File: src/simd_wrap_params_pkg.sv
/*
  Sizing constants for the SIMD result-return path.
  Lane count, word widths and FIFO depths are all taken from here.
*/
package simd_wrap_params_pkg;

  // ----------------------------------------
  // Lanes and word widths
  // ----------------------------------------

  // Execution lanes in the SIMD array
  localparam int NUM_LANES        = 4;

  // One lane result word
  localparam int LANE_WIDTH       = 32;

  // Start and end of stream markers that travel with each result
  localparam int CNTL_WIDTH       = 2;

  // Operation tag from the controller
  localparam int TAG_WIDTH        = 8;

  // Wide enough to hold a count of 0 to NUM_LANES active lanes
  localparam int LANE_COUNT_WIDTH = 3;

  // ----------------------------------------
  // Queue sizing
  // ----------------------------------------

  // Per-lane result FIFO
  // ready drops with two free slots left
  localparam int RESULT_FIFO_DEPTH     = 8;
  localparam int RESULT_FIFO_THRESHOLD = 6;

  // Tag FIFO
  // Its ready is registered, so the
  // two spare slots absorb the extra lag
  localparam int TAG_FIFO_DEPTH     = 4;
  localparam int TAG_FIFO_THRESHOLD = 2;

endpackage

File: src/simd_wrap_types_pkg.sv
/*
  Data types shared by the result FIFOs, the tag queue and the
  upstream sequencer. Widths come from the params package.
*/
package simd_wrap_types_pkg;

  import simd_wrap_params_pkg::*;

  // ----------------------------------------
  // Payload types
  // ----------------------------------------

  // One result word from a lane, 34 bits
  typedef struct packed {
    logic [CNTL_WIDTH-1:0] cntl;
    logic [LANE_WIDTH-1:0] data;
  } lane_result_t;

  // One bit per lane for valids, readies and the lane mask
  typedef logic [NUM_LANES-1:0] lane_vec_t;

  // Tag plus the number of lanes that take part, 11 bits
  typedef struct packed {
    logic [TAG_WIDTH-1:0]        tag;
    logic [LANE_COUNT_WIDTH-1:0] num_lanes;
  } tag_entry_t;

  // Everything handed to the stack upstream interface, 147 bits
  typedef struct packed {
    tag_entry_t                    hdr;
    lane_result_t [NUM_LANES-1:0]  lanes;
  } upstream_t;

  // ----------------------------------------
  // Sequencer FSM
  // ----------------------------------------

  typedef enum logic [2:0] {
    WAIT          = 3'd0,
    SEND          = 3'd1,
    WAIT_COMPLETE = 3'd2,
    WAIT_RELEASE  = 3'd3,
    DONE          = 3'd4
  } seq_state_t;

endpackage

File: src/sync_fifo.sv
/*
  Single clock FIFO with a show-ahead read port.
  The head entry is valid whenever not_empty is high and a pop
  retires it at the next edge. almost_full is meant for flow control.
*/
module sync_fifo
  import simd_wrap_params_pkg::*, simd_wrap_types_pkg::*;
#(
  parameter type entry_t   = lane_result_t,
  parameter int  DEPTH     = RESULT_FIFO_DEPTH,
  parameter int  THRESHOLD = RESULT_FIFO_THRESHOLD
)
(
  input  logic   clk,
  input  logic   rst_n,
  input  logic   push,
  input  entry_t push_data,
  input  logic   pop,
  output entry_t head,
  output logic   not_empty,
  output logic   almost_full
);

  localparam int PTR_W = (DEPTH > 1) ? $clog2(DEPTH) : 1;
  localparam int CNT_W = $clog2(DEPTH + 1);

  entry_t           mem [DEPTH];
  logic [PTR_W-1:0] wr_ptr;
  logic [PTR_W-1:0] rd_ptr;
  logic [CNT_W-1:0] count;
  logic [CNT_W-1:0] count_next;
  logic             do_push;
  logic             do_pop;

  // A push into a full FIFO is dropped, a pop from an empty one ignored
  assign do_push = push && (count != CNT_W'(DEPTH));
  assign do_pop  = pop && (count != '0);

  always_comb
  begin
    count_next = count;
    if (do_push && !do_pop)
      count_next = count + 1'b1;
    else if (do_pop && !do_push)
      count_next = count - 1'b1;
  end

  // ----------------------------------------
  // Pointers and occupancy
  // ----------------------------------------
  always_ff @(posedge clk)
  begin
    if (!rst_n)
    begin
      wr_ptr      <= '0;
      rd_ptr      <= '0;
      count       <= '0;
      // Held high so nothing is accepted until reset is over
      almost_full <= 1'b1;
    end
    else
    begin
      if (do_push)
        wr_ptr <= (wr_ptr == PTR_W'(DEPTH - 1)) ? '0 : wr_ptr + 1'b1;
      if (do_pop)
        rd_ptr <= (rd_ptr == PTR_W'(DEPTH - 1)) ? '0 : rd_ptr + 1'b1;
      count       <= count_next;
      almost_full <= (count_next >= CNT_W'(THRESHOLD));
    end
  end

  // Storage
  always_ff @(posedge clk)
  begin
    if (do_push)
      mem[wr_ptr] <= push_data;
  end

  assign head      = mem[rd_ptr];
  assign not_empty = (count != '0);

endmodule

File: src/tag_queue.sv
/*
  Tag path from the controller. The incoming tag is registered,
  then queued. tag_ready is registered too, so the controller sees
  a short path and must respect up to two cycles of lag.
*/
module tag_queue
  import simd_wrap_params_pkg::*, simd_wrap_types_pkg::*;
(
  input  logic       clk,
  input  logic       rst_n,
  input  logic       tag_valid,
  input  tag_entry_t tag_in,
  input  logic       tag_pop,
  output tag_entry_t tag_head,
  output logic       tag_pending,
  output logic       tag_ready
);

  logic       tag_valid_q;
  tag_entry_t tag_q;
  logic       tag_almost_full;

  // ----------------------------------------
  // Input register stage
  // ----------------------------------------
  always_ff @(posedge clk)
  begin
    if (!rst_n)
      tag_valid_q <= 1'b0;
    else
      tag_valid_q <= tag_valid;
  end

  always_ff @(posedge clk)
  begin
    tag_q <= tag_in;
  end

  // Every registered tag is written. The threshold leaves room for it
  sync_fifo #(
    .entry_t   (tag_entry_t),
    .DEPTH     (TAG_FIFO_DEPTH),
    .THRESHOLD (TAG_FIFO_THRESHOLD)
  ) u_tag_fifo (
    .clk         (clk),
    .rst_n       (rst_n),
    .push        (tag_valid_q),
    .push_data   (tag_q),
    .pop         (tag_pop),
    .head        (tag_head),
    .not_empty   (tag_pending),
    .almost_full (tag_almost_full)
  );

  // Flow control back to the controller
  always_ff @(posedge clk)
  begin
    if (!rst_n)
      tag_ready <= 1'b0;
    else
      tag_ready <= ~tag_almost_full;
  end

endmodule

File: src/upstream_sequencer.sv
/*
  Dispatch FSM toward the stack upstream interface. Once a tag and a
  result on every enabled lane are queued, and the receiver is ready,
  it pops them and sends one registered pulse. It then waits for the
  receiver's complete to rise and fall before the next transfer.
*/
module upstream_sequencer
  import simd_wrap_params_pkg::*, simd_wrap_types_pkg::*;
(
  input  logic                         clk,
  input  logic                         rst_n,
  input  lane_vec_t                    lane_mask,
  input  tag_entry_t                   tag_head,
  input  logic                         tag_pending,
  input  lane_result_t [NUM_LANES-1:0] lane_heads,
  input  lane_vec_t                    lane_pending,
  input  logic                         up_ready,
  input  logic                         up_complete,
  output logic                         tag_pop,
  output lane_vec_t                    lane_pop,
  output lane_vec_t                    up_valid,
  output upstream_t                    up_bundle
);

  lane_vec_t  mask_q;
  logic       ready_q;
  logic       complete_q;
  logic       lanes_ok;
  logic       dispatch;
  seq_state_t state;
  seq_state_t state_next;

  // ----------------------------------------
  // Sampled inputs
  // ----------------------------------------
  always_ff @(posedge clk)
  begin
    if (!rst_n)
    begin
      mask_q     <= '0;
      ready_q    <= 1'b0;
      complete_q <= 1'b0;
    end
    else
    begin
      mask_q     <= lane_mask;
      ready_q    <= up_ready;
      complete_q <= up_complete;
    end
  end

  // Disabled lanes never hold up a dispatch
  assign lanes_ok = &(lane_pending | ~mask_q);
  assign dispatch = tag_pending && lanes_ok && ready_q;

  // ----------------------------------------
  // FSM
  // ----------------------------------------
  always_ff @(posedge clk)
  begin
    if (!rst_n)
      state <= WAIT;
    else
      state <= state_next;
  end

  always_comb
  begin
    state_next = state;
    case (state)
      WAIT:
        if (dispatch)
          state_next = SEND;
      // Pops happen here and the pulse leaves one cycle later
      SEND:
        state_next = WAIT_COMPLETE;
      WAIT_COMPLETE:
        if (complete_q)
          state_next = WAIT_RELEASE;
      WAIT_RELEASE:
        if (!complete_q)
          state_next = DONE;
      DONE:
        state_next = WAIT;
      default:
        state_next = WAIT;
    endcase
  end

  assign tag_pop  = (state == SEND);
  assign lane_pop = (state == SEND) ? mask_q : '0;

  // ----------------------------------------
  // Output register stage
  // ----------------------------------------
  always_ff @(posedge clk)
  begin
    if (!rst_n)
      up_valid <= '0;
    else if (state == SEND)
      up_valid <= mask_q;
    else
      up_valid <= '0;
  end

  // Payload is only meaningful while up_valid is high
  always_ff @(posedge clk)
  begin
    if (state == SEND)
    begin
      up_bundle.hdr <= tag_head;
      for (int i = 0; i < NUM_LANES; i++)
      begin
        // Zero the disabled lanes so stale FIFO words stay off the bus
        up_bundle.lanes[i] <= mask_q[i] ? lane_heads[i] : '0;
      end
    end
  end

endmodule

File: src/simd_result_wrapper.sv
/*
  Result-return side of the PE SIMD wrapper. Per-lane result FIFOs
  and the tag queue feed the upstream sequencer, which hands one
  tag with its lane results to the stack upstream interface.
*/
module simd_result_wrapper
  import simd_wrap_params_pkg::*, simd_wrap_types_pkg::*;
(
  input  logic                         clk,
  input  logic                         rst_n,

  // Results from the streaming unit
  input  lane_vec_t                    res_valid,
  input  lane_result_t [NUM_LANES-1:0] res_data,
  output lane_vec_t                    res_ready,

  // Operation tags from the controller
  input  logic                         tag_valid,
  input  tag_entry_t                   tag_in,
  output logic                         tag_ready,

  // Lanes taking part in the current operation
  input  lane_vec_t                    lane_mask,

  // Stack upstream interface
  input  logic                         up_ready,
  input  logic                         up_complete,
  output lane_vec_t                    up_valid,
  output upstream_t                    up_bundle
);

  lane_result_t [NUM_LANES-1:0] lane_heads;
  lane_vec_t                    lane_pending;
  lane_vec_t                    lane_pop;
  lane_vec_t                    lane_almost_full;
  tag_entry_t                   tag_head;
  logic                         tag_pending;
  logic                         tag_pop;

  // ----------------------------------------
  // Per-lane result FIFOs
  // ----------------------------------------
  for (genvar gi = 0; gi < NUM_LANES; gi++)
  begin : g_lane_fifo
    logic lane_push;

    assign lane_push     = res_valid[gi] & res_ready[gi];
    assign res_ready[gi] = ~lane_almost_full[gi];

    sync_fifo #(
      .entry_t   (lane_result_t),
      .DEPTH     (RESULT_FIFO_DEPTH),
      .THRESHOLD (RESULT_FIFO_THRESHOLD)
    ) u_result_fifo (
      .clk         (clk),
      .rst_n       (rst_n),
      .push        (lane_push),
      .push_data   (res_data[gi]),
      .pop         (lane_pop[gi]),
      .head        (lane_heads[gi]),
      .not_empty   (lane_pending[gi]),
      .almost_full (lane_almost_full[gi])
    );
  end

  // Tag queue
  tag_queue u_tag_queue (
    .clk         (clk),
    .rst_n       (rst_n),
    .tag_valid   (tag_valid),
    .tag_in      (tag_in),
    .tag_pop     (tag_pop),
    .tag_head    (tag_head),
    .tag_pending (tag_pending),
    .tag_ready   (tag_ready)
  );

  // Dispatch toward the stack upstream interface
  upstream_sequencer u_sequencer (
    .clk          (clk),
    .rst_n        (rst_n),
    .lane_mask    (lane_mask),
    .tag_head     (tag_head),
    .tag_pending  (tag_pending),
    .lane_heads   (lane_heads),
    .lane_pending (lane_pending),
    .up_ready     (up_ready),
    .up_complete  (up_complete),
    .tag_pop      (tag_pop),
    .lane_pop     (lane_pop),
    .up_valid     (up_valid),
    .up_bundle    (up_bundle)
  );

endmodule

File: config.mk
export PLATFORM = sky130hd
export DESIGN_NAME = simd_result_wrapper
export DESIGN_NICKNAME = d
export VERILOG_FILES = /design/src/simd_wrap_params_pkg.sv /design/src/simd_wrap_types_pkg.sv /design/src/sync_fifo.sv /design/src/tag_queue.sv /design/src/upstream_sequencer.sv /design/src/simd_result_wrapper.sv
export SDC_FILE = /design/constraint.sdc
export NUM_CORES = 1
export LEC_CHECK = 0
export BUFFER_PORTS_ARGS = -buffer_cell sky130_fd_sc_hd__buf_2
export CORE_MARGIN = 3
export CORE_UTILIZATION = 54
export DETAILED_ROUTE_END_ITERATION = 8
export PLACE_DENSITY = 0.75
export SLEW_MARGIN = 20
export SYNTH_ARGS = -nofsm -noshare
export SYNTH_HDL_FRONTEND = slang
export SYNTH_SLANG_ARGS = --single-unit
export TNS_END_PERCENT = 100
File: constraint.sdc
create_clock -name clk -period 5.2 [get_ports clk]
set_input_delay 0.52 -clock clk [delete_from_list [all_inputs] [get_ports clk]]
set_output_delay 0.52 -clock clk [all_outputs]
set_load 0.01 [all_outputs]
Yosys cells after proc, flatten, opt, wreduce, memory -nomap -nowiden
Memory sizes are Yosys's and may differ from the RTL's. A register that Yosys moved wholly into a read port is not among the register bits.
Cells that the tools add are included.
{"block": "word_totals", "ff_bits": 78, "mem_bits_rw": 1132, "n_memories": 5, "out_inout_bits": 156, "input_bits": 160}
{"name": "g_lane_fifo[0].u_result_fifo.mem", "words": 8, "width": 34, "read_ports": 1, "rd_clocked_by_memory_dff": 1, "wr": 1, "line": "sync_fifo.sv:27", "rtl": "entry_t mem [DEPTH];"}
{"name": "g_lane_fifo[1].u_result_fifo.mem", "words": 8, "width": 34, "read_ports": 1, "rd_clocked_by_memory_dff": 1, "wr": 1, "line": "sync_fifo.sv:27"}
{"name": "g_lane_fifo[2].u_result_fifo.mem", "words": 8, "width": 34, "read_ports": 1, "rd_clocked_by_memory_dff": 1, "wr": 1, "line": "sync_fifo.sv:27"}
{"name": "g_lane_fifo[3].u_result_fifo.mem", "words": 8, "width": 34, "read_ports": 1, "rd_clocked_by_memory_dff": 1, "wr": 1, "line": "sync_fifo.sv:27"}
{"name": "u_tag_queue.u_tag_fifo.mem", "words": 4, "width": 11, "read_ports": 1, "rd_clocked_by_memory_dff": 1, "wr": 1, "line": "sync_fifo.sv:27"}
{"block": "op_classes", "reduce_logical": 44, "addsub": 20, "mux": 35, "n_eq_ne": 21, "n_lt_le_gt_ge": 5, "n_bitwise": 11}
{"op": "two-way mux 3 bit", "n": 13}
{"op": "two-way mux 4 bit", "n": 9}
{"op": "adder 3 x 1 -> 3 bit (second input constant)", "n": 9}
{"op": "== test 3 bit (second input constant)", "n": 8}
{"op": "logical AND 1 bit", "n": 22}
{"op": "adder 4 x 1 -> 4 bit (second input constant)", "n": 4}
{"op": "greater-or-equal comparator 4 x 3 -> 1 bit (second input constant)", "n": 4}
{"op": "!= test 4 bit (second input constant)", "n": 4}
{"op": "nonzero test 4 bit", "n": 4}
{"op": "subtractor 4 x 1 -> 4 bit (second input constant)", "n": 4}
{"op": "logical NOT 1 bit", "n": 14}
{"op": "case mux 3 bit (4 select lines)", "n": 1}
{"op": "two-way mux 1 bit", "n": 10}
{"op": "== test 3 x 2 -> 1 bit (second input constant)", "n": 2}
{"op": "inverter 1 bit", "n": 5}
{"op": "adder 2 x 1 -> 2 bit (second input constant)", "n": 2}
{"op": "AND 1 bit", "n": 4}
{"op": "== test 2 bit (second input constant)", "n": 2}
{"op": "two-way mux 2 bit", "n": 2}
{"op": "!= test 2 x 1 -> 1 bit (second input constant)", "n": 2}
{"op": "inverter 4 bit", "n": 1}
{"op": "OR 4 bit", "n": 1}
{"op": "AND reduction 4 bit", "n": 1}
{"op": "== test 3 x 1 -> 1 bit (second input constant)", "n": 1}
{"op": "7 further kinds", "n": 7}

Logic depth before layout (Yosys ltp)
Gate-level depths: netlist (run 1).
{"block": "depth", "ltp_word": 8, "depth_mapped": 8}

Hierarchy
From an unflattened synthesis (run 1), not the netlist that was laid out.
{"block": "unflattened", "cells_unflattened": 2426, "area_unflattened_um2": 52709.3}
{"mod": "sync_fifo at g_lane_fifo[2].u_result_fifo ...", "n_inst": 2, "cells_per_inst": 486, "seq_area_each_um2": 8448.1, "area_each_um2": 11126.9}
{"mod": "sync_fifo at g_lane_fifo[1].u_result_fifo", "n_inst": 1, "cells_per_inst": 486, "seq_area_each_um2": 8448.1, "area_each_um2": 11118.2}
{"mod": "sync_fifo at g_lane_fifo[0].u_result_fifo", "n_inst": 1, "cells_per_inst": 482, "seq_area_each_um2": 8448.1, "area_each_um2": 11065.6}
{"mod": "upstream_sequencer", "n_inst": 1, "cells_per_inst": 339, "seq_area_each_um2": 4674.5, "area_each_um2": 5768.0}
{"mod": "sync_fifo at u_tag_queue.u_tag_fifo", "n_inst": 1, "cells_per_inst": 124, "seq_area_each_um2": 1521.5, "area_each_um2": 2183.3}
{"mod": "tag_queue", "n_inst": 1, "cells_per_inst": 15, "seq_area_each_um2": 260.2, "area_each_um2": 280.3}
{"mod": "simd_result_wrapper", "n_inst": 1, "cells_per_inst": 8, "seq_area_each_um2": 0.0, "area_each_um2": 40.0}

Worst setup path before layout (run 1)
Ideal clock, no wire load.
{"block": "synth_timing", "path_type": "register -> register", "from": "register g_lane_fifo[0].u_result_fifo.count[0]", "to": "memory g_lane_fifo[0].u_result_fifo.mem[0][0] (netlist bit), enable pin", "arrival_ns": 4.599, "period_less_slack_ns": 5.109, "setup_slack_ns": 0.091, "path_stages_with_launch": 7, "n_path_buf": 1, "t_required_ns": 4.690, "setup_ns": 0.510, "cell_sequence": "dfxtp_1 > inv_1 > ha_1 > and3b_1 > or2_2 > clkbuf_1 > nor4_1"}
{"block": "synth_between", "elab_chain_len": 4}
{"item": "from (decl)", "line": "sync_fifo.sv:30", "rtl": "logic [CNT_W-1:0] count;"}
{"item": "from (signal assigned)", "line": "sync_fifo.sv:67", "rtl": "count <= count_next;"}
{"item": "!= test 4 bit", "line": "sync_fifo.sv:36", "rtl": "assign do_push = push && (count != CNT_W'(DEPTH));"}
{"item": "logical AND 1 bit", "line": "sync_fifo.sv:36"}
{"item": "two-way mux 1 bit", "line": "sync_fifo.sv:75", "rtl": "if (do_push)"}
{"item": "two-way mux 1 bit (implied by the code)", "line": "sync_fifo.sv:76", "rtl": "mem[wr_ptr] <= push_data;"}
{"item": "to (decl)", "line": "sync_fifo.sv:27"}
Every way passes these cells.

Worst setup path after layout (run 1)
{"block": "layout_timing", "from": "register g_lane_fifo[3].u_result_fifo.count[1]", "to": "memory g_lane_fifo[3].u_result_fifo.mem[1][22] (netlist bit), enable pin"}
{"block": "layout_between", "elab_chain_len": 4}
{"item": "from (decl)", "line": "sync_fifo.sv:30"}
{"item": "from (signal assigned)", "line": "sync_fifo.sv:67"}
{"item": "!= test 4 bit", "line": "sync_fifo.sv:36"}
{"item": "logical AND 1 bit", "line": "sync_fifo.sv:36"}
{"item": "two-way mux 1 bit", "line": "sync_fifo.sv:75"}
{"item": "two-way mux 1 bit (implied by the code)", "line": "sync_fifo.sv:76"}
{"item": "to (decl)", "line": "sync_fifo.sv:27"}
Every way passes these cells.

==> flow_summary.json, run 1 <==
{
  "intPower_uw": 17700,
  "drt_iter0_markers": 2022,
  "cts_tree": "done",
  "vias": 24462,
  "grt_util_met3": 0.0381,
  "drt-pass1-iter-count": 6,
  "hp-start": "res_data[8]",
  "grt_usage": 0.214,
  "grt_util_met1": 0.287,
  "switchingPower_uw": 4360,
  "drive_above_1_share": 0.310,
  "synth_cell_types": 52,
  "drc": 0,
  "final.min_clock_period_ns": 3.06,
  "gp_congestion": 0.760,
  "ant_nets": 0,
  "combPwrFrac": 0.025,
  "final_cell_area_um2": 59400,
  "r2r_end": "g_lane_fifo[3].u_result_fifo.mem[1][22]$_DFFE_PP_",
  "die_w_um": 314,
  "min_to": "g_lane_fifo[0].u_result_fifo.mem[6][8]$_DFFE_PP_",
  "core_um2": 93700,
  "die_h_um": 314,
  "cts_resized": 0,
  "startpoint_type": "flop",
  "rsz0062_at_grt": "no",
  "ys_warn_count": 0,
  "wl_per_cell_um": 24.8,
  "synthTopCellsByArea": "edfxtp_1, mux4_2, dfxtp_1",
  "period_share": 0.588,
  "min_delay_path_depth": 1,
  "grt_pass1_vias": 25698,
  "pin_count": 316,
  "start_util": 0.547,
  "path_max_fanout": 27,
  "hold_viol_final": 0,
  "setup_viol": 0,
  "row_count": 112,
  "critPathKind": "flop to flop",
  "yosys_register_bits": 1357,
  "synth_nets": 2580,
  "r2r_cells": 7,
  "busiest_layer": "met2",
  "grt_pass1_wl_mm": 158,
  "postCtsSetupBuffers": 0,
  "overflow": 0,
  "worstPathRequired_ns": 5.57,
  "ys_async_sr_fraction": 0,
  "p_clk_frac": 0.425,
  "port-buffer-count": 315,
  "cap_violations": 0,
  "place_hpwl_mm": 58.1,
  "ff2ff_setup_slack_ns": 2.14,
  "synth_top_area_share": 0.748,
  "antenna_found_initial": 20,
  "ys.flop_type": "edfxtp_1",
  "synth_edf_count": 1279,
  "cts.sinks": 1357,
  "max_freq_mhz": 327,
  "placed_area_um2": 54600,
  "maxSlewHeadroom": 0.323,
  "clk_pin_slew_ns": 0.06,
  "syn-instance-count": 2388,
  "viasPerCell": 5.81,
  "worstSkewPairLatency_ns": 0.74,
  "syn_avg_cell_area_um2": 21.5,
  "skew_ns": 0.0249,
  "startpoint": "g_lane_fifo[3].u_result_fifo.count[1]$_SDFF_PN0_",
  "synth_area_um2": 51300,
  "die-area_um2": 98800,
  "syn_to_final_growth_pct": 15.8,
  "routed_wl_mm": 105,
  "grt_util_met2": 0.358,
  "cp.arrival_ns": 3.42,
  "swShare": 0.198,
  "slew_viol_final": 0,
  "cts_buffer_depth": 3,
  "fin_nets": 3022,
  "root_buffer": "clkbuf_16",
  "holdBufCountCts": 42,
  "h-tree-depth": 4,
  "reg2reg_from": "g_lane_fifo[3].u_result_fifo.count[1]$_SDFF_PN0_",
  "p_per_area_nw_per_um2": 371,
  "min_path_type": "primary input to flop",
  "seq_area_frac_synth": 0.779,
  "synth_top_area_cell": "edfxtp_1",
  "finalSetupTns_ns": 0,
  "worst_slew_pin_slew_ns": 1.01,
  "whs_ns": 0.0618,
  "p_leak_uw": 0.0189,
  "seqPwrFrac": 0.550,
  "grt_max_degree": 56,
  "fillers": 6142,
  "status": "complete, no violations",
  "cts_made_buffers": 134,
  "end_kind": "flop",
  "vdd.ir_drop.worst_v": 0.000247
}
==> worst max path at each step <==
stage / endpoint
finish: g_lane_fifo[3].u_result_fifo.mem[1][22]$_DFFE_PP_
global route: g_lane_fifo[3].u_result_fifo.mem[0][33]$_DFFE_PP_
CTS: g_lane_fifo[3].u_result_fifo.mem[1][22]$_DFFE_PP_
detailed placement: g_lane_fifo[3].u_result_fifo.mem[0][22]$_DFFE_PP_
global placement: g_lane_fifo[3].u_result_fifo.mem[0][20]$_DFFE_PP_
floorplan: g_lane_fifo[0].u_result_fifo.mem[0][0]$_DFFE_PP_
==> worst max-delay path, stage by stage, from the launching register on <==
cell      delay [ns]
dfxtp_1         0.43
inv_1           0.10
ha_1            0.26
nand3b_1        0.19
and2_1          0.27
nand2_1         0.26
nor3_2          0.62
buf_4           0.53
==> final cells by class <==
type	instances	area [um2]	share of cell area
timing repair buffer	414	2460	0.0413
multi-input combinational	896	11000	0.185
inverter	27	101	0.00170
clock inverter	81	718	0.0121
sequential	1357	40000	0.673
antenna	20	50.0	0.000842
tap	1254	1570	0.0264
clock buffer	162	3570	0.0601
==> power by group through the flow <==
| stage | Combinational, uW | Clock [uW] | Sequential [uW] |
|---|---|---|---|
| global route | 612 | 10000 | 12100 |
| finish | 556 | 9370 | 12100 |
| global placement | 495 | 0 | 12300 |
| floorplan | 247 | 0 | 12400 |
| detailed placement | 528 | 0 | 12400 |
| CTS | 560 | 9560 | 12100 |
==> layout by cell type (no fill, tap or decap), types with 11 or more instances in the layout <==
| master | instances |
|---|---|
| xnor2_1 | 11 |
| dlygate4sd3_1 | 42 |
| clkinv_1 | 23 |
| a21oi_1 | 34 |
| nor3_2 | 16 |
| nand2b_1 | 17 |
| mux4_2 | 283 |
| inv_1 | 26 |
| clkbuf_16 | 139 |
| diode_2 | 20 |
| nand2_1 | 46 |
| ha_1 | 32 |
| edfxtp_1 | 1279 |
| and2_1 | 15 |
| nor2b_1 | 140 |
| buf_4 | 55 |
| nor3_1 | 11 |
| buf_2 | 315 |
| clkinv_2 | 27 |
| mux2i_1 | 137 |
| clkbuf_1 | 22 |
| o211ai_1 | 12 |
| dfxtp_1 | 65 |
| nor2_1 | 39 |
==> flip-flops by register name, indices dropped and copies added, names as in the netlist, 2 cells and up <==
signal                                 count
u_sequencer.up_valid                       4
u_tag_queue.tag_q                         11
u_sequencer.mask_q                         4
u_sequencer.state                          3
u_tag_queue.u_tag_fifo.count               3
g_lane_fifo.u_result_fifo.wr_ptr          12
u_sequencer.up_bundle                    147
g_lane_fifo.u_result_fifo.mem           1088
g_lane_fifo.u_result_fifo.rd_ptr          12
g_lane_fifo.u_result_fifo.almost_full      4
g_lane_fifo.u_result_fifo.count           16
u_tag_queue.u_tag_fifo.wr_ptr              2
u_tag_queue.u_tag_fifo.rd_ptr              2
u_tag_queue.u_tag_fifo.mem                44
==> per-layer routing <==
layer  wire, um  vias up
met1      41900    12808
met3       6400      170
met4       2440        4
met5         27        -
met2      53700      826
li1           -    10654
==> kinds of logic (layout without fill, tap and decap cells) <==
kind of cell / Yosys count / in the layout / synth area share
compound gates: 81 / 81 / 0.0107
flops: 1357 / 1357 / 0.779
mux: 420 / 420 / 0.151
other cells: 0 / 20 / 0
buf+inv: 135 / 684 / 0.0111
simple gates: 350 / 350 / 0.0386
xor+xnor: 11 / 11 / 0.00188
fa+ha+maj: 34 / 34 / 0.00821
==> through the flow <==
stage	std cells	setup WS (ns)	power (uW)	util
after CTS	4189	2.20	22300	0.633
after floorplan	2388	0.0909	12600	-
final	4211	2.14	22100	0.634
after global routing	4204	1.99	22700	0.634
after global placement	3904	2.34	12800	0.583
after detailed placement	3904	2.20	12900	0.583
==> Yosys cell counts, types with 17 or more instances <==
| master | instances |
|---|---|
| a21oi_1 | 34 |
| buf_2 | 46 |
| clkbuf_1 | 54 |
| dfxtp_1 | 78 |
| edfxtp_1 | 1279 |
| ha_1 | 32 |
| inv_1 | 26 |
| mux2i_1 | 137 |
| mux4_2 | 283 |
| nand2_1 | 46 |
| nand2b_1 | 17 |
| nor2_1 | 51 |
| nor2b_1 | 140 |
| nor3_1 | 27 |
No activity file was read; power rests on OpenSTA's default activity.
==> inputs of run 2 (changes only) <==
==> constraint.sdc (replaced) <==
create_clock -name clk -period 2.61 [get_ports clk]
set_input_delay 0.261 -clock clk [delete_from_list [all_inputs] [get_ports clk]]
set_output_delay 0.261 -clock clk [all_outputs]
set_load 0.01 [all_outputs]
==> run 2 against run 1 <==
Against the previous run:
- routed wire length grew 0.74%
- clock power grew 100%
- final cell count grew 2.7%
- via count grew 2.7%
- critical path type unchanged
- critical endpoint is now g_lane_fifo[1].u_result_fifo.mem[6][10]$_DFFE_PP_
- highest routed layer unchanged
==> flow_summary.json, run 2 (synthesized netlist as in run 1, its figures left out) <==
{
  "place_hpwl_mm": 59.7,
  "whs_ns": 0.160,
  "path_delay_family": "simple AND/OR/NAND/NOR gates",
  "clk_pin_slew_ns": 0.06,
  "slowest_delay_ns": 0.42,
  "cts_made_buffers": 134,
  "cts_buffer_depth": 3,
  "final.min_clock_period_ns": 2.37,
  "combPwrFrac": 0.030,
  "status": "complete, no violations",
  "fin_nets": 3157,
  "row_count": 112,
  "finalNonFillerCells": 4326,
  "syn_to_final_growth_pct": 19.6,
  "reg_top3": "g_lane_fifo.u_result_fifo.mem (1088), u_sequencer.up_bundle (147), u_tag_queue.u_tag_fifo.mem (44)",
  "min_path_type": "primary input to flop",
  "overflow": 0,
  "pre_cts_slack_ns": 0.209,
  "largest_reg_flops": 1088,
  "max_freq_mhz": 422,
  "r2r_cells": 7,
  "drive_above_1_share": 0.300,
  "core_um2": 93700,
  "pin_count": 316,
  "grt_usage": 0.218,
  "grt_pass1_wl_mm": 162,
  "min_delay_path_depth": 2,
  "slowest_stage": "dfxtp_1",
  "maxSlewHeadroom": 0.328,
  "ff2ff_setup_slack_ns": 0.24,
  "seqCellArea_um2": 40000,
  "power_uw": 44200,
  "critPathKind": "flop to flop",
  "intPower_uw": 35300,
  "hp-start": "tag_in[9]",
  "end_kind": "flop",
  "viasPerCell": 5.81,
  "slew_viol_final": 0,
  "period_share": 0.908,
  "port-buffer-count": 315,
  "layout_commonest_cell": "edfxtp_1",
  "regMostFlops": "g_lane_fifo.u_result_fifo.mem",
  "final_cell_mix": "edfxtp_1, buf_2, mux4_2, dlygate4sd3_1, nor2b_1",
  "fillers": 5896,
  "multi_input_area_um2": 11200,
  "finalSetupTns_ns": 0,
  "gp_congestion": 0.752,
  "cap_violations": 0,
  "r2r_end": "g_lane_fifo[1].u_result_fifo.mem[6][10]$_DFFE_PP_",
  "rsz0062_at_grt": "no",
  "reg2reg_from": "g_lane_fifo[1].u_result_fifo.count[1]$_SDFF_PN0_",
  "place_inst": 3928,
  "vias": 25116,
  "root_buffer": "clkbuf_16",
  "setup_ws_ns": 0.239,
  "seqPwrFrac": 0.547,
  "vdd.ir_drop.worst_v": 0.000656,
  "min_to": "u_tag_queue.tag_q[9]$_DFF_P_",
  "grt_max_degree": 71,
  "die-area_um2": 98800,
  "setup_viol": 0,
  "p_leak_uw": 0.0196,
  "h-tree-depth": 4,
  "skew_ns": 0.0261,
  "drt-pass1-iter-count": 8,
  "antenna_found_initial": 7,
  "path_max_fanout": 22,
  "postCtsSetupBuffers": 0,
  "cts_tree": "done",
  "cts.sinks": 1357,
  "worstSkewPairLatency_ns": 0.74,
  "worstPathRequired_ns": 2.99,
  "drc": 0,
  "cp_cell_sequence": "inv_1 -> ha_1 -> nand3b_1 -> and2_1 -> nand2_1 -> nor2_4 -> buf_4",
  "die_w_um": 314,
  "swShare": 0.201,
  "start_util": 0.547,
  "startpoint_type": "flop",
  "die_h_um": 314,
  "routed_wl_mm": 105,
  "switchingPower_uw": 8860,
  "worst_slew_pin_slew_ns": 1.01,
  "hold_viol_final": 0,
  "drt_iter0_markers": 2151,
  "p_per_area_nw_per_um2": 719,
  "ant_nets": 0,
  "p_clk_frac": 0.423,
  "grt_pass1_vias": 26591,
  "cp.arrival_ns": 2.75,
  "wl_per_cell_um": 24.3,
  "crit_buf_inv": 2
}
## run 2: cell count changes in the layout (fill, tap and decap cells not counted), moves of 8 or more
cell           change
buf_4             -21
dlygate4sd3_1    +113
nor3_2            -16
nor3_4            +16
clkinv_2          -13
buf_12            +43
clkbuf_1           +8
diode_2           -16
## run 2: how the worst max path moves through the flow
stage | slack, ns | start | to | depth (start not counted)
after detailed placement | 0.21 | g_lane_fifo[3].u_result_fifo.count[1]$_SDFF_PN0_ | g_lane_fifo[3].u_result_fifo.mem[1][0]$_DFFE_PP_ | 7
after global routing | 0.06 | g_lane_fifo[1].u_result_fifo.count[1]$_SDFF_PN0_ | g_lane_fifo[1].u_result_fifo.mem[6][10]$_DFFE_PP_ | 7
after floorplan | -0.54 | g_lane_fifo[3].u_result_fifo.count[0]$_SDFF_PN0_ | g_lane_fifo[3].u_result_fifo.mem[7][0]$_DFFE_PP_ | 7
after CTS | 0.19 | g_lane_fifo[3].u_result_fifo.count[1]$_SDFF_PN0_ | g_lane_fifo[3].u_result_fifo.mem[1][10]$_DFFE_PP_ | 7
after global placement | 0.35 | g_lane_fifo[3].u_result_fifo.count[0]$_SDFF_PN0_ | g_lane_fifo[3].u_result_fifo.mem[1][33]$_DFFE_PP_ | 7
final | 0.24 | g_lane_fifo[1].u_result_fifo.count[1]$_SDFF_PN0_ | g_lane_fifo[1].u_result_fifo.mem[6][10]$_DFFE_PP_ | 7
## run 2: layer usage
layer,routed length [um],share of wire,up-vias,track usage
met4,2300,0.022,2,0.0650
li1,-,-,10895,-
met1,41200,0.39,13173,0.291
met5,9,0.000085,-,0
met2,55200,0.52,899,0.374
met3,6550,0.062,147,0.0354
## run 2: power by group through the flow
stage / Sequential [uW] / Clock (uW) / Combinational [uW]
floorplan: 24600 / 0 / 511
global placement: 24600 / 0 / 1050
detailed placement: 24600 / 0 / 1110
CTS: 24200 / 19000 / 1330
global route: 24200 / 19900 / 1430
finish: 24200 / 18700 / 1320
## run 2: final cells by class
type                       instances  share of cell area
antenna                            4            0.000163
inverter                          27             0.00165
tap                             1254              0.0256
sequential                      1357               0.652
timing repair buffer             549              0.0696
clock inverter                    66              0.0108
clock buffer                     173              0.0590
multi-input combinational        896               0.182
## run 2: worst reg2reg max path, cell delays in order (launching register included)
cell and delay (ns):
dfxtp_1 0.42, inv_1 0.08, ha_1 0.24, nand3b_1 0.18, and2_1 0.24, nand2_1 0.26
nor2_4 0.20, buf_4 0.37
## run 2: metrics by stage
step                area (um2)  utilization
floorplan                51600            -
global placement         55500        0.592
detailed placement       55500        0.592
CTS                      61400        0.655
global route             61400        0.655
finish                   61400        0.655
## run 2: repair_timing
item                                     CTS  global route
endpoints found under the setup margin     0            21
hold buffers                             155             0
endpoints found under the hold margin   1107             0
gates resized for setup                    0             1
==> inputs of run 3 (changes only) <==
--- a/config.mk
+++ b/config.mk
@@ -7,9 +7,10 @@
 export LEC_CHECK = 0
 export BUFFER_PORTS_ARGS = -buffer_cell sky130_fd_sc_hd__buf_2
 export CORE_MARGIN = 3
-export CORE_UTILIZATION = 54
+export CORE_UTILIZATION = 25
 export DETAILED_ROUTE_END_ITERATION = 8
-export PLACE_DENSITY = 0.75
+export PLACE_DENSITY_LB_ADDON = 0.2
+export SETUP_SLACK_MARGIN = 0.3
 export SLEW_MARGIN = 20
 export SYNTH_ARGS = -nofsm -noshare
 export SYNTH_HDL_FRONTEND = slang
==> run 3 against run 2 <==
Against the previous run:
- via count down 1.7%
- global-route usage down 9.9 points
- largest cell class unchanged
- final cell count increased by 35%
- cell area increased by 5.2%
- total power rose by 8.8%
- clock power up 20%
- highest routed layer unchanged
- maximum frequency up 8.3%
- critical path depth rose by 1
- die area up 110%
- sequential cell count unchanged
- routed wire length increased by 19%
- register-to-register slack better by 0.18 ns
==> flow_summary.json, run 3 (synthesized netlist as in run 1, its figures left out) <==
{
  "vdd.ir_drop.worst_v": 0.000612,
  "clk_pin_slew_ns": 0.05,
  "p_leak_uw": 0.0203,
  "die_h_um": 459,
  "cts_made_buffers": 156,
  "viasPerCell": 4.24,
  "slowest_delay_ns": 0.37,
  "slew_viol_final": 0,
  "min_path_type": "primary input to flop",
  "row_count": 165,
  "cts_tree": "done",
  "worst_slew_pin_slew_ns": 0.742,
  "layout_commonest_cell": "edfxtp_1",
  "cts.sinks": 1357,
  "rsz0062_at_grt": "no",
  "fin_nets": 3207,
  "ant_nets": 0,
  "finalSetupTns_ns": 0,
  "grt_pass1_wl_mm": 185,
  "final.min_clock_period_ns": 2.19,
  "routed_wl_mm": 126,
  "ff2ff_setup_slack_ns": 0.42,
  "wl_per_cell_um": 21.6,
  "final_util": 0.318,
  "path_delay_family": "simple AND/OR/NAND/NOR gates",
  "gp_congestion": 0.679,
  "path_max_fanout": 22,
  "cp_cell_sequence": "inv_2 -> ha_4 -> and3b_1 -> or2_4 -> inv_2 -> nand2_4 -> nor2_4 -> buf_12",
  "pin_count": 316,
  "cp.arrival_ns": 2.65,
  "end_kind": "flop",
  "startpoint_type": "flop",
  "largest_reg_flops": 1088,
  "r2r_end": "g_lane_fifo[0].u_result_fifo.mem[3][23]$_DFFE_PP_",
  "regMostFlops": "g_lane_fifo.u_result_fifo.mem",
  "worstSkewPairLatency_ns": 0.79,
  "die_w_um": 459,
  "port-buffer-count": 315,
  "grt_pass1_vias": 26632,
  "pre_cts_slack_ns": 0.365,
  "cts_buffer_depth": 3,
  "worstPathRequired_ns": 3.08,
  "drt-pass1-iter-count": 5,
  "crit_buf_inv": 3,
  "drive_above_1_share": 0.326,
  "place_hpwl_mm": 72.9,
  "setup_ws_ns": 0.422,
  "grt_usage": 0.119,
  "hold_viol_final": 0,
  "overflow": 0,
  "hp-start": "res_valid[1]",
  "power_uw": 48000,
  "r2r_cells": 8,
  "drc": 0,
  "maxSlewHeadroom": 0.504,
  "vias": 24690,
  "min_to": "g_lane_fifo[1].u_result_fifo.count[2]$_SDFF_PN0_",
  "drt_iter0_markers": 1457,
  "root_buffer": "clkbuf_16",
  "critPathKind": "flop to flop",
  "grt_max_degree": 45,
  "status": "complete, no violations",
  "antenna_found_initial": 28,
  "p_per_area_nw_per_um2": 744,
  "max_freq_mhz": 457,
  "core_um2": 203000,
  "period_share": 0.838,
  "cap_violations": 0,
  "min_delay_path_depth": 6,
  "die-area_um2": 211000,
  "setup_viol": 0,
  "reg_top3": "g_lane_fifo.u_result_fifo.mem (1088), u_sequencer.up_bundle (147), u_tag_queue.u_tag_fifo.mem (44)",
  "whs_ns": 0.104,
  "final_cell_mix": "edfxtp_1, buf_2, mux4_2, clkbuf_16, dlygate4sd3_1",
  "slowest_stage": "dfxtp_2",
  "crit_top_cell": "inv_2",
  "h-tree-depth": 4,
  "reg2reg_from": "g_lane_fifo[0].u_result_fifo.count[1]$_SDFF_PN0_",
  "start_util": 0.253,
  "syn_to_final_growth_pct": 25.8,
  "skew_ns": 0.0351
}
==> run 3: cell count changes in the layout (fill, tap and decap cells not counted), sizes merged <==
cell	previous run	this run
clkinv	49	60
clkinvlp	1	10
bufinv	8	20
buf	394	422
clkbuf	173	195
diode	4	9
inv	35	33
==> run 3: layout make-up <==
type / count / area, um2
fill: 19579 / 139000
sequential: 1357 / 40000
multi-input combinational: 896 / 11200
timing repair buffer: 577 / 4520
clock buffer: 195 / 4230
tap: 2672 / 3340
clock inverter: 96 / 1110
inverter: 27 / 101
antenna: 9 / 22.5
==> run 3: what timing repair did <==
action,CTS,global route
endpoints found under the hold margin,1107,0
buffers inserted,0,1
hold buffers,155,0
resized for setup,0,1
endpoints found under the setup margin,0,41
==> run 3: worst max path at each step <==
stage | from | to | slack [ns] | cells past startpoint
2_1_floorplan | g_lane_fifo[0].u_result_fifo.count[1]$_SDFF_PN0_ | g_lane_fifo[0].u_result_fifo.mem[0][0]$_DFFE_PP_ | -0.14 | 6
3_3_place_gp | g_lane_fifo[0].u_result_fifo.count[1]$_SDFF_PN0_ | g_lane_fifo[0].u_result_fifo.mem[3][28]$_DFFE_PP_ | 0.41 | 8
3_5_place_dp | g_lane_fifo[3].u_result_fifo.count[1]$_SDFF_PN0_ | g_lane_fifo[3].u_result_fifo.mem[7][29]$_DFFE_PP_ | 0.36 | 7
4_1_cts | g_lane_fifo[3].u_result_fifo.count[1]$_SDFF_PN0_ | g_lane_fifo[3].u_result_fifo.mem[7][7]$_DFFE_PP_ | 0.33 | 7
5_1_grt | g_lane_fifo[0].u_result_fifo.count[1]$_SDFF_PN0_ | g_lane_fifo[0].u_result_fifo.mem[3][23]$_DFFE_PP_ | 0.31 | 8
6_report | g_lane_fifo[0].u_result_fifo.count[1]$_SDFF_PN0_ | g_lane_fifo[0].u_result_fifo.mem[3][23]$_DFFE_PP_ | 0.42 | 8
==> run 3: layer usage <==
| metal | global-route usage | share of wire | up-vias | wire, um |
|---|---|---|---|---|
| li1 | - | - | 11035 | - |
| met1 | 0.157 | 0.45 | 12967 | 56000 |
| met2 | 0.199 | 0.49 | 477 | 61900 |
| met3 | 0.0245 | 0.040 | 199 | 5030 |
| met4 | 0.0342 | 0.021 | 12 | 2640 |
| met5 | 0 | 0.00066 | - | 83 |
==> run 3: per-stage QoR <==
stage	std cells	cell area, um2
floorplan	2388	51800
global placement	5373	57700
detailed placement	5373	57700
CTS	5819	64500
global route	5825	64600
finish	5829	64600
==> run 3: power breakdown <==
group          internal, uW  total [uW]  switching, uW
Sequential            24000       24200            110
Clock                 13500       22500           8960
Combinational           583        1370            786
Total                 38200       48000           9860
==> run 3: tightest hold or removal path, delay by kind of cell <==
| kind | cells | cell delay (ns) |
|---|---|---|
| and+or+nand+nor | 2 | 0.15 |
| AOI/OAI and AO/OA | 3 | 0.33 |
| buffers and inverters | 1 | 0.09 |
